$ cat config.mk
export PLATFORM = sky130hd
export DESIGN_NAME = adc_monitor_top
export DESIGN_NICKNAME = d
export VERILOG_FILES = /design/src/adc_monitor_pkg.sv /design/src/i2c_line_sampler.sv /design/src/i2c_target_engine.sv /design/src/adc_sample_capture.sv /design/src/adc_register_map.sv /design/src/adc_monitor_top.sv
export SDC_FILE = /design/constraint.sdc
export NUM_CORES = 1
export LEC_CHECK = 0
export ABC_AREA = 1
export BUFFER_PORTS_ARGS = -buffer_cell sky130_fd_sc_hd__buf_4
export CORE_ASPECT_RATIO = 1.1
export CORE_MARGIN = 4
export CORE_UTILIZATION = 60
export DETAILED_ROUTE_END_ITERATION = 10
export PLACE_DENSITY = 0.78
export SKIP_CTS_REPAIR_TIMING = 1
export SLEW_MARGIN = 40
export SYNTH_ARGS = -nofsm -noshare
export SYNTH_HDL_FRONTEND = slang
export SYNTH_HIERARCHICAL = 1
export SYNTH_SLANG_ARGS = --single-unit
$ cat constraint.sdc
create_clock -name clk_core -period 2.3 [get_ports clk_core]
set_input_delay 0.23 -clock clk_core [delete_from_list [all_inputs] [get_ports clk_core]]
set_output_delay 0.23 -clock clk_core [all_outputs]
set_load 0.05 [all_outputs]
$ cat src/adc_monitor_pkg.sv
// ADC monitor package with the I2C target constants and shared bus types
package adc_monitor_pkg;

    // ----------------------------------------
    // I2C target
    // ----------------------------------------
    localparam logic [6:0] I2C_DEV_ADDR = 7'h50;

    // ----------------------------------------
    // ADC channels
    // ----------------------------------------
    localparam int ADC_NUM_CH    = 5;
    localparam int ADC_SAMPLE_W  = 12;
    localparam int ADC_RESP_CH_W = 5;

    // Entry n is the ADC channel number behind published channel n
    localparam logic [ADC_NUM_CH-1:0][ADC_RESP_CH_W-1:0] ADC_CH_MAP = {
        5'd6, 5'd4, 5'd3, 5'd2, 5'd1
    };

    // ----------------------------------------
    // Register map
    // ----------------------------------------
    localparam logic [7:0] DEVICE_ID      = 8'hAF;
    localparam logic [6:0] CTRL_TAG       = 7'd1;
    localparam int         REG_BYTE_COUNT = 12;
    localparam int         REG_PTR_W      = 3;
    localparam int         BYTE_ADDR_W    = 4;

    // One beat of the ADC response stream
    typedef struct packed {
        logic                     valid;
        logic [ADC_RESP_CH_W-1:0] channel;
        logic [ADC_SAMPLE_W-1:0]  data;
        logic                     sop;
        logic                     eop;
    } adc_beat_t;

    // Decoded bus activity, all pulses except sda
    typedef struct packed {
        logic start;
        logic stop;
        logic scl_rise;
        logic scl_fall;
        logic sda;
    } i2c_event_t;

    // Published sample set, index n is published channel n
    typedef struct packed {
        logic [ADC_NUM_CH-1:0][ADC_SAMPLE_W-1:0] sample;
    } adc_bank_t;

    // Requests from the I2C engine to the register map
    typedef struct packed {
        logic       ptr_load;
        logic       data_write;
        logic       rd_begin;
        logic       rd_fetch;
        logic [7:0] wdata;
    } reg_access_t;

endpackage

$ cat src/i2c_line_sampler.sv
// I2C line sampler that synchronizes SCL and SDA and decodes bus events
module i2c_line_sampler import adc_monitor_pkg::*; (
    input  logic       clk_core,
    input  logic       reset_n,
    input  logic       scl,
    input  logic       sda,
    output i2c_event_t bus_event
);

    logic [1:0] scl_sync;
    logic [1:0] sda_sync;
    logic       scl_prev;
    logic       sda_prev;

    // Two flop synchronizer plus one stage of history for edge detection
    always_ff @(posedge clk_core or negedge reset_n) begin
        if (!reset_n) begin
            scl_sync <= 2'b11;
            sda_sync <= 2'b11;
            scl_prev <= 1'b1;
            sda_prev <= 1'b1;
        end else begin
            scl_sync <= {scl_sync[0], scl};
            sda_sync <= {sda_sync[0], sda};
            scl_prev <= scl_sync[1];
            sda_prev <= sda_sync[1];
        end
    end

    // ----------------------------------------
    // Registered event decode
    // ----------------------------------------
    always_ff @(posedge clk_core or negedge reset_n) begin
        if (!reset_n) begin
            bus_event.start    <= 1'b0;
            bus_event.stop     <= 1'b0;
            bus_event.scl_rise <= 1'b0;
            bus_event.scl_fall <= 1'b0;
            bus_event.sda      <= 1'b1;
        end else begin
            // SDA edges only count while SCL stays high
            bus_event.start    <= sda_prev & ~sda_sync[1] & scl_prev & scl_sync[1];
            bus_event.stop     <= ~sda_prev & sda_sync[1] & scl_prev & scl_sync[1];
            bus_event.scl_rise <= ~scl_prev & scl_sync[1];
            bus_event.scl_fall <= scl_prev & ~scl_sync[1];
            bus_event.sda      <= sda_sync[1];
        end
    end

endmodule

$ cat src/i2c_target_engine.sv
// I2C target FSM for framing, address match, ACK generation and read shifting
module i2c_target_engine import adc_monitor_pkg::*; (
    input  logic        clk_core,
    input  logic        reset_n,
    input  i2c_event_t  bus_event,
    input  logic [7:0]  rd_byte,
    output reg_access_t reg_access,
    output logic        sda_drive_low
);

    typedef enum logic [2:0] {
        ST_IDLE,
        ST_ADDR,
        ST_ADDR_ACK,
        ST_WRITE,
        ST_WR_ACK,
        ST_READ,
        ST_RD_ACK,
        ST_IGNORE
    } engine_state_t;

    engine_state_t state;
    logic [3:0]    bit_cnt;
    logic [7:0]    shift_reg;
    logic          read_mode;
    logic          first_byte;

    always_ff @(posedge clk_core or negedge reset_n) begin
        if (!reset_n) begin
            state         <= ST_IDLE;
            bit_cnt       <= 4'd0;
            shift_reg     <= 8'd0;
            read_mode     <= 1'b0;
            first_byte    <= 1'b0;
            sda_drive_low <= 1'b0;
            reg_access    <= '0;
        end else begin
            // Requests are single cycle pulses
            reg_access.ptr_load   <= 1'b0;
            reg_access.data_write <= 1'b0;
            reg_access.rd_begin   <= 1'b0;
            reg_access.rd_fetch   <= 1'b0;

            if (bus_event.start) begin
                // START and repeated START both restart address framing
                state         <= ST_ADDR;
                bit_cnt       <= 4'd0;
                sda_drive_low <= 1'b0;
            end else if (bus_event.stop) begin
                state         <= ST_IDLE;
                sda_drive_low <= 1'b0;
            end else begin
                case (state)
                    // ----------------------------------------
                    // Address byte and its ACK
                    // ----------------------------------------
                    ST_ADDR: begin
                        if (bus_event.scl_rise) begin
                            shift_reg <= {shift_reg[6:0], bus_event.sda};
                            bit_cnt   <= bit_cnt + 4'd1;
                        end else if (bus_event.scl_fall && bit_cnt == 4'd8) begin
                            if (shift_reg[7:1] == I2C_DEV_ADDR) begin
                                sda_drive_low       <= 1'b1;
                                read_mode           <= shift_reg[0];
                                reg_access.rd_begin <= shift_reg[0];
                                state               <= ST_ADDR_ACK;
                            end else begin
                                // Not for us, stay off the bus
                                state <= ST_IGNORE;
                            end
                        end
                    end

                    ST_ADDR_ACK: begin
                        if (bus_event.scl_rise) begin
                            // Fetch the first read byte during the ACK high phase
                            reg_access.rd_fetch <= read_mode;
                        end else if (bus_event.scl_fall) begin
                            bit_cnt <= 4'd0;
                            if (read_mode) begin
                                shift_reg     <= rd_byte;
                                sda_drive_low <= ~rd_byte[7];
                                state         <= ST_READ;
                            end else begin
                                sda_drive_low <= 1'b0;
                                first_byte    <= 1'b1;
                                state         <= ST_WRITE;
                            end
                        end
                    end

                    // ----------------------------------------
                    // Host to target data
                    // ----------------------------------------
                    ST_WRITE: begin
                        if (bus_event.scl_rise) begin
                            shift_reg <= {shift_reg[6:0], bus_event.sda};
                            bit_cnt   <= bit_cnt + 4'd1;
                        end else if (bus_event.scl_fall && bit_cnt == 4'd8) begin
                            sda_drive_low <= 1'b1;
                            state         <= ST_WR_ACK;
                        end
                    end

                    ST_WR_ACK: begin
                        if (bus_event.scl_rise) begin
                            // First data byte is the register index
                            reg_access.ptr_load   <= first_byte;
                            reg_access.data_write <= ~first_byte;
                            reg_access.wdata      <= shift_reg;
                            first_byte            <= 1'b0;
                        end else if (bus_event.scl_fall) begin
                            sda_drive_low <= 1'b0;
                            bit_cnt       <= 4'd0;
                            state         <= ST_WRITE;
                        end
                    end

                    // ----------------------------------------
                    // Target to host data
                    // ----------------------------------------
                    ST_READ: begin
                        if (bus_event.scl_rise) begin
                            bit_cnt <= bit_cnt + 4'd1;
                        end else if (bus_event.scl_fall) begin
                            if (bit_cnt == 4'd8) begin
                                // Hand SDA to the host for its ACK
                                sda_drive_low <= 1'b0;
                                state         <= ST_RD_ACK;
                            end else begin
                                shift_reg     <= {shift_reg[6:0], 1'b0};
                                sda_drive_low <= ~shift_reg[6];
                            end
                        end
                    end

                    ST_RD_ACK: begin
                        if (bus_event.scl_rise) begin
                            if (!bus_event.sda) begin
                                reg_access.rd_fetch <= 1'b1;
                            end else begin
                                // Host NACK ends the read
                                state <= ST_IGNORE;
                            end
                        end else if (bus_event.scl_fall) begin
                            shift_reg     <= rd_byte;
                            sda_drive_low <= ~rd_byte[7];
                            bit_cnt       <= 4'd0;
                            state         <= ST_READ;
                        end
                    end

                    default: begin
                        // Idle or ignoring, wait for START or STOP
                        sda_drive_low <= 1'b0;
                    end
                endcase
            end
        end
    end

endmodule

$ cat src/adc_sample_capture.sv
// ADC sample capture that sorts response beats and publishes a bank per sequence
module adc_sample_capture import adc_monitor_pkg::*; (
    input  logic      clk_core,
    input  logic      reset_n,
    input  adc_beat_t adc_beat,
    output adc_bank_t bank
);

    logic [ADC_NUM_CH-1:0][ADC_SAMPLE_W-1:0] hold;

    // ----------------------------------------
    // Per channel holding registers
    // ----------------------------------------
    always_ff @(posedge clk_core or negedge reset_n) begin
        if (!reset_n) begin
            hold <= '0;
        end else if (adc_beat.valid) begin
            // Unmapped channel numbers match no entry and are dropped
            for (int i = 0; i < ADC_NUM_CH; i++) begin
                if (adc_beat.channel == ADC_CH_MAP[i]) begin
                    hold[i] <= adc_beat.data;
                end
            end
        end
    end

    // ----------------------------------------
    // Published bank
    // ----------------------------------------
    // All channels change together so a reader sees one sequence only
    always_ff @(posedge clk_core or negedge reset_n) begin
        if (!reset_n) begin
            bank <= '0;
        end else if (adc_beat.eop) begin
            bank.sample <= hold;
        end
    end

endmodule

$ cat src/adc_register_map.sv
// Register map with the ADC control register, register pointer and read byte mux
module adc_register_map import adc_monitor_pkg::*; (
    input  logic        clk_core,
    input  logic        reset_n,
    input  reg_access_t reg_access,
    input  adc_bank_t   bank,
    output logic [7:0]  rd_byte,
    output logic        adc_run
);

    logic [REG_PTR_W-1:0]    reg_ptr;
    logic [BYTE_ADDR_W-1:0]  cursor;
    logic [REG_PTR_W-1:0]    ch_idx;
    logic [ADC_SAMPLE_W-1:0] ch_sample;
    logic [7:0]              byte_sel;

    // ----------------------------------------
    // Pointer, cursor and control bit
    // ----------------------------------------
    always_ff @(posedge clk_core or negedge reset_n) begin
        if (!reset_n) begin
            reg_ptr <= '0;
            cursor  <= '0;
            adc_run <= 1'b0;
        end else begin
            if (reg_access.ptr_load) begin
                reg_ptr <= reg_access.wdata[REG_PTR_W-1:0];
                cursor  <= {reg_access.wdata[REG_PTR_W-1:0], 1'b0};
            end else if (reg_access.rd_begin) begin
                cursor <= {reg_ptr, 1'b0};
            end else if (reg_access.rd_fetch) begin
                cursor <= cursor + 1'b1;
            end

            // Only index 0 is writable
            if (reg_access.data_write && reg_ptr == '0) begin
                adc_run <= reg_access.wdata[0];
            end
        end
    end

    // ----------------------------------------
    // Byte map
    // ----------------------------------------
    always_comb begin
        // Bytes 2 and 3 belong to channel 0, 4 and 5 to channel 1, and so on
        ch_idx = cursor[BYTE_ADDR_W-1:1] - REG_PTR_W'(1);
        if (ch_idx < REG_PTR_W'(ADC_NUM_CH)) begin
            ch_sample = bank.sample[ch_idx];
        end else begin
            ch_sample = '0;
        end

        if (cursor >= BYTE_ADDR_W'(REG_BYTE_COUNT)) begin
            byte_sel = 8'd0;
        end else if (cursor == BYTE_ADDR_W'(0)) begin
            byte_sel = {CTRL_TAG, adc_run};
        end else if (cursor == BYTE_ADDR_W'(1)) begin
            byte_sel = DEVICE_ID;
        end else if (!cursor[0]) begin
            byte_sel = ch_sample[7:0];
        end else begin
            // Upper nibble, zero extended
            byte_sel = 8'(ch_sample[ADC_SAMPLE_W-1:8]);
        end
    end

    // Held until the next fetch
    always_ff @(posedge clk_core) begin
        if (reg_access.rd_fetch) begin
            rd_byte <= byte_sel;
        end
    end

endmodule

$ cat src/adc_monitor_top.sv
// ADC monitor top level joining the I2C target path and the ADC capture path
module adc_monitor_top import adc_monitor_pkg::*; (
    input  logic      clk_core,
    input  logic      reset_n,
    input  logic      scl,
    input  logic      sda,
    input  adc_beat_t adc_beat,
    output logic      sda_drive_low,
    output logic      adc_run
);

    i2c_event_t  bus_event;
    reg_access_t reg_access;
    logic [7:0]  rd_byte;
    adc_bank_t   bank;

    // ----------------------------------------
    // I2C path
    // ----------------------------------------
    i2c_line_sampler u_line_sampler (
        .clk_core  (clk_core),
        .reset_n   (reset_n),
        .scl       (scl),
        .sda       (sda),
        .bus_event (bus_event)
    );

    i2c_target_engine u_target_engine (
        .clk_core      (clk_core),
        .reset_n       (reset_n),
        .bus_event     (bus_event),
        .rd_byte       (rd_byte),
        .reg_access    (reg_access),
        .sda_drive_low (sda_drive_low)
    );

    // ----------------------------------------
    // ADC path and register map
    // ----------------------------------------
    adc_sample_capture u_sample_capture (
        .clk_core (clk_core),
        .reset_n  (reset_n),
        .adc_beat (adc_beat),
        .bank     (bank)
    );

    adc_register_map u_register_map (
        .clk_core   (clk_core),
        .reset_n    (reset_n),
        .reg_access (reg_access),
        .bank       (bank),
        .rd_byte    (rd_byte),
        .adc_run    (adc_run)
    );

endmodule

=== Word-level counts from Yosys, hierarchy flattened ===
Cells that the tools add are included.

* Latch bits: 0
* Memory bits (read-only): 0
* Memories kept: 0
* RAM bits: 0
* Flip-flop bits (word level): 176

* Shift-type cells: 0
* Divide/modulo/power cells: 0
* Bitwise gates (word level): 19
* Equality and inequality tests: 45
* $add $sub $neg: 3
* Mux-type cells: 81
* Reductions and logical operators: 26
* $lt $le $gt $ge: 3
* $mul: 0

{| class="wikitable"
|+ Operators with widths
! operator !! count
|-
| $mux W8 || 13
|-
| $mux W3 || 18
|-
| $mux W12 || 4
|-
| $ne A4 B4 Y1 const B || 10
|-
| $bmux W12 S3 || 1
|-
| $mux W4 || 8
|-
| $pmux W8 S4 || 1
|-
| $mux W1 || 28
|-
| $ne A2 B2 Y1 const B || 9
|-
| $pmux W3 S6 || 1
|-
| $ne A4 B3 Y1 const B || 4
|-
| $reduce_and A14 Y1 || 1
|-
| $reduce_and A13 Y1 || 1
|-
| $reduce_and A12 Y1 || 1
|-
| $not A1 Y1 || 11
|-
| $eq A5 B2 Y1 const B || 2
|-
| $eq A5 B3 Y1 const B || 2
|-
| $ne A5 B5 Y1 const B || 2
|-
| $reduce_and A2 Y1 || 5
|-
| $eq A3 B3 Y1 const B || 3
|-
| $add A4 B1 Y4 const B || 2
|-
| $and A1 B1 Y1 || 8
|-
| $pmux W4 S2 || 1
|-
| $reduce_bool A8 Y1 || 1
|-
| 29 further kinds || 40
|}

=== Depth between registers and ports, before layout ===
* Depth in word-level cells: 7
* Depth in mapped cells: 13
* Gate-level depth less buffers: 11

=== Hierarchy ===
The synthesis kept the hierarchy.

{| class="wikitable"
|+ By module, submodules not included
! module !! times used !! seq. area each (um^2) !! area an instance (um^2) !! cells an instance
|-
| adc_sample_capture || 1 || 3,002.9 || 4,672.0 || 406
|-
| i2c_target_engine || 1 || 750.7 || 1,948.1 || 263
|-
| adc_register_map || 1 || 440.4 || 1,412.6 || 224
|-
| i2c_line_sampler || 1 || 257.7 || 306.5 || 22
|}

=== Least setup slack after synthesis ===
No wires, ideal clock.

* Path type: reg-to-reg
* From: register u_register_map.cursor[1]
* To: register u_register_map.rd_byte[0], data pin
* Slack: 355 ps
* Stages on the path, launching flop included: 14
* Data arrival time: 1,696 ps
* Setup time: 249 ps
* Clock period less this slack: 1,945 ps
* Data required time: 2,051 ps
* Path through: dfrtp_1 inv_2 buf_2 ha_1 buf_4 inv_1 buf_4 nand3_1 nand2_1 nand2_1 nand2_1 nand3_1 nand2_1 inv_1

* Longest elaborated chain between the ends: 7

{| class="wikitable"
|+ Ends and longest elaborated chain
! item !! RTL line !! RTL
|-
| start, declared || adc_register_map.sv:12 || <nowiki>logic [BYTE_ADDR_W-1:0] cursor;</nowiki>
|-
| start signal, assigned || adc_register_map.sv:28 || <nowiki>cursor <= {reg_access.wdata[REG_PTR_W-1:0], 1'b0};</nowiki>
|-
| start signal, assigned || adc_register_map.sv:30 || <nowiki>cursor <= {reg_ptr, 1'b0};</nowiki>
|-
| start signal, assigned || adc_register_map.sv:32 || <nowiki>cursor <= cursor + 1'b1;</nowiki>
|-
| $sub A3 B1 Y3 || adc_register_map.sv:47 || <nowiki>ch_idx = cursor[BYTE_ADDR_W-1:1] - REG_PTR_W'(1);</nowiki>
|-
| $bmux W12 S3 || adc_register_map.sv:49 || <nowiki>ch_sample = bank.sample[ch_idx];</nowiki>
|-
| $mux W12 (not written as such) || adc_register_map.sv:49 ||
|-
| $mux W12 || adc_register_map.sv:48 || <nowiki>if (ch_idx < REG_PTR_W'(ADC_NUM_CH)) begin</nowiki>
|-
| $mux W8 || adc_register_map.sv:60 || <nowiki>end else if (!cursor[0]) begin</nowiki>
|-
| $mux W8 || adc_register_map.sv:58 || <nowiki>end else if (cursor == BYTE_ADDR_W'(1)) begin</nowiki>
|-
| $mux W2 || adc_register_map.sv:56 || <nowiki>end else if (cursor == BYTE_ADDR_W'(0)) begin</nowiki>
|-
| end signal, assigned || adc_register_map.sv:71 || <nowiki>rd_byte <= byte_sel;</nowiki>
|-
| end, declared || adc_register_map.sv:7 || <nowiki>output logic [7:0] rd_byte,</nowiki>
|}

Several ways; a longest one is shown, not always the timed one. The select of a mux whose other input is x is not followed.
A chain may end at the register's enable or synchronous reset.

=== Worst setup path in the final report ===
* From: register u_register_map.cursor[2]
* To: register u_register_map.rd_byte[2], data pin

* Longest elaborated chain between the ends: 6

{| class="wikitable"
|+ Ends and longest elaborated chain
! item !! RTL line
|-
| $sub A3 B1 Y3 || adc_register_map.sv:47
|-
| $bmux W12 S3 || adc_register_map.sv:49
|-
| $mux W12 (not written as such) || adc_register_map.sv:49
|-
| $mux W12 || adc_register_map.sv:48
|-
| $mux W8 || adc_register_map.sv:60
|-
| $mux W8 || adc_register_map.sv:58
|}

Several ways; a longest one is shown, not always the timed one. The select of a mux whose other input is x is not followed.

==> impl_results.md <==
* Data required time of the worst path at 2.48 ns
* Headroom to the max-slew limit at 59.7%
* Setup-failing EPs final at 0
* Final critical-path share of the clock period at 90.1%
* Minimum setup slack after placement at 0.254 ns
* Syn avg cell area at 9.08 sq um
* DRC marker count from the first detailed-route iteration at 496
* Worst Setup Start Kind: register
* Root Buffer Master: sky130_fd_sc_hd__clkbuf_16
* Initial antenna violation count at 0
* Cell depth of the worst setup path at 10
* Worst Path Buf+Inv at 3
* Initial core utilization at 61.5%
* Overall die height at 130 microns
* Pins over their slew limit at 0
* Maximum capacitance violations at 0
* First-pass GRT wire length at 30,200 microns
* Worst reg-to-reg setup slack at 0.23 ns
* Cell family with most CP delay: simple AND/OR/NAND/NOR gates
* Width of the chip at 119 microns
* Number of standard-cell rows in the floorplan at 44
* Final number of hold-violating endpoints at 0
* Maximum vdd ir drop at 0.606 mV
* Cells along the critical path: inv_1 -> ha_1 -> inv_1 -> nand3_1 -> nand2_1 -> nand2_1 -> nand2_1 -> nand3_1 -> nand2_1 -> inv_1
* RSZ-0062 raised after global routing: false
* Post-Syn Nets at 929
* Clock tree sinks at 171
* Pre-antenna DRT Iters at 5
* Num CTS Buffers at 17
* Input/output buffers at 24
* Top achievable clock speed at 482 MHz
* Via count of the first global-routing pass at 6,219
* Average vias per placed instance at 5.56
* Last weighted congestion value of the routability-driven placer at 0.905
* Antenna diodes at 0
* DRC violations left at 0
* Min cycle time layout at 2.07 ns
* Proportion of layout cells with a drive suffix above 1 at 19.7%
* H-tree level count at 4
* Clock Skew at 0.0128 ns
* Leak Pwr at 4.64 nW
* Clock latency at the later pin of the worst-skew pair at 0.42 ns
* Final sum of negative setup slack at 0 ns
* Total GRT Usage at 24.5%
* Instance area at placement at 8490 sq um
* Area added between synthesis and finish at 12.0%
* Overall via count from detail_route at 6,224
* Register cell area after layout at 4330 sq um
* Min-delay worst type: input pin to register
* Worst reg2reg endpoint: u_register_map/rd_byte[2]
* Status: finished clean
* Kind of end point of the critical path: register
* Launching element of the worst setup path: u_register_map/cursor[2]
* Hold path startpoint: adc_beat[10]
* Count of boundary I/O pins at 26
* Critical path destination: u_register_map/rd_byte[2]
* Routed wire per std cell at 16.0 microns
* Hpwl dp at 11,800 microns
* Core area at 13,300 sq um
* Post-Syn Instances at 898
* Number of nets in the layout at 953
* CTS tree: done
* Cell area after synthesis at 8150 sq um
* Final wirelength at 17,900 microns
* Non-Filler Cell Area, Final at 9130 sq um
* Cell occurring most often along the worst timing path: sky130_fd_sc_hd__nand2_1
* Antenna violation net count after detailed routing at 0
* Critical-path top delay cell: sky130_fd_sc_hd__dfrtp_1
* Pin slew with the least headroom to its limit at 0.603 ns
* Critical R2R Launch: u_register_map/cursor[2]
* Filler Cells Inserted at 996
* Total area of multi-input combinational cells at 3360 sq um
* Reg clk slew, reported paths at 0.06 ns
* Crit path max fanout at 12
* Pin count of the biggest net entering global routing at 58
* Regs by FF count: u_sample_capture/bank (60), u_sample_capture/hold (60)
* CP max stage delay at 0.44 ns
* Critical setup path kind: register to register
* Bufs on Longest Clock Path at 2
* Worst Slack Setup Final at 0.227 ns
* Die footprint at 15,500 sq um
* Number of warnings reported in the yosys synthesis log at 6
* Sum of overflow across all layers after global routing at 0
* Cell depth of the worst flop-to-flop path at 10
* PwrDens at 1230 nW/um^2
* Worst endpoint data arrival time at 2.25 ns
[cells in the final DEF (no fill, tap or decap), types with 8 or more instances in the layout]
cell,count
sky130_fd_sc_hd__nand4_1,10
sky130_fd_sc_hd__clkbuf_16,17
sky130_fd_sc_hd__dfrtp_1,157
sky130_fd_sc_hd__a21oi_1,14
sky130_fd_sc_hd__inv_1,50
sky130_fd_sc_hd__nand3_1,122
sky130_fd_sc_hd__mux2_2,60
sky130_fd_sc_hd__nand2_1,273
sky130_fd_sc_hd__edfxtp_1,8
sky130_fd_sc_hd__nor2_1,61
sky130_fd_sc_hd__nor2_2,12
sky130_fd_sc_hd__buf_4,37
sky130_fd_sc_hd__o21ai_0,22
sky130_fd_sc_hd__nand2_2,9
[worst min-delay path: cells and delay by family]
kind	cells	cell delay, ns
buffers and inverters	1	0.11
and+or+nand+nor	2	0.12
[routing by layer]
layer / track usage (%) / vias up / routed length (microns) / part of all wire, %
met1: 30.2 / 3011 / 7470 / 42
met3: 4.68 / 49 / 856 / 4.8
met4: 10.6 / 0 / 530 / 3.0
li1: - / 2982 / - / -
met2: 42.7 / 182 / 9000 / 50
met5: 0 / - / 0 / 0
[area by class of cell]
cell class	instances	area share [%]
repair buffers	44	4.15
multi-input cells	630	36.8
inverters	58	2.41
clock buffers	22	5.19
clock inverters	10	1.49
well taps	184	2.52
flip-flops and latches	171	47.4
[per-stage QoR]
| step | util (%) | hold WS (ns) | std cells | total power [mW] |
|---|---|---|---|---|
| after floorplan | - | -0.0656 | 898 | 7.39 |
| after global placement | 64.0 | 0.197 | 1084 | 8.17 |
| after detailed placement | 64.0 | 0.195 | 1084 | 8.28 |
| after CTS | 68.6 | -0.259 | 1116 | 11.3 |
| after global routing | 68.8 | 0.0808 | 1119 | 12.0 |
| final | 68.8 | 0.0722 | 1119 | 11.2 |
[power by group]
part / switching (mW) / internal [mW]
registers: 0.530 / 3.74
clock network: 1.15 / 1.80
logic: 2.57 / 1.44
total: 4.25 / 6.98
[worst min-delay path by stage]
| stage | to | depth (start not counted) |
|---|---|---|
| floorplan | u_line_sampler/bus_event[1] | 0 |
| global placement | u_register_map/cursor[3] | 1 |
| detailed placement | u_register_map/cursor[3] | 1 |
| CTS | u_register_map/cursor[3] | 1 |
| global route | u_sample_capture/hold[58] | 3 |
| finish | u_sample_capture/hold[32] | 3 |
Note: power is estimated with default switching activity, not from simulation.
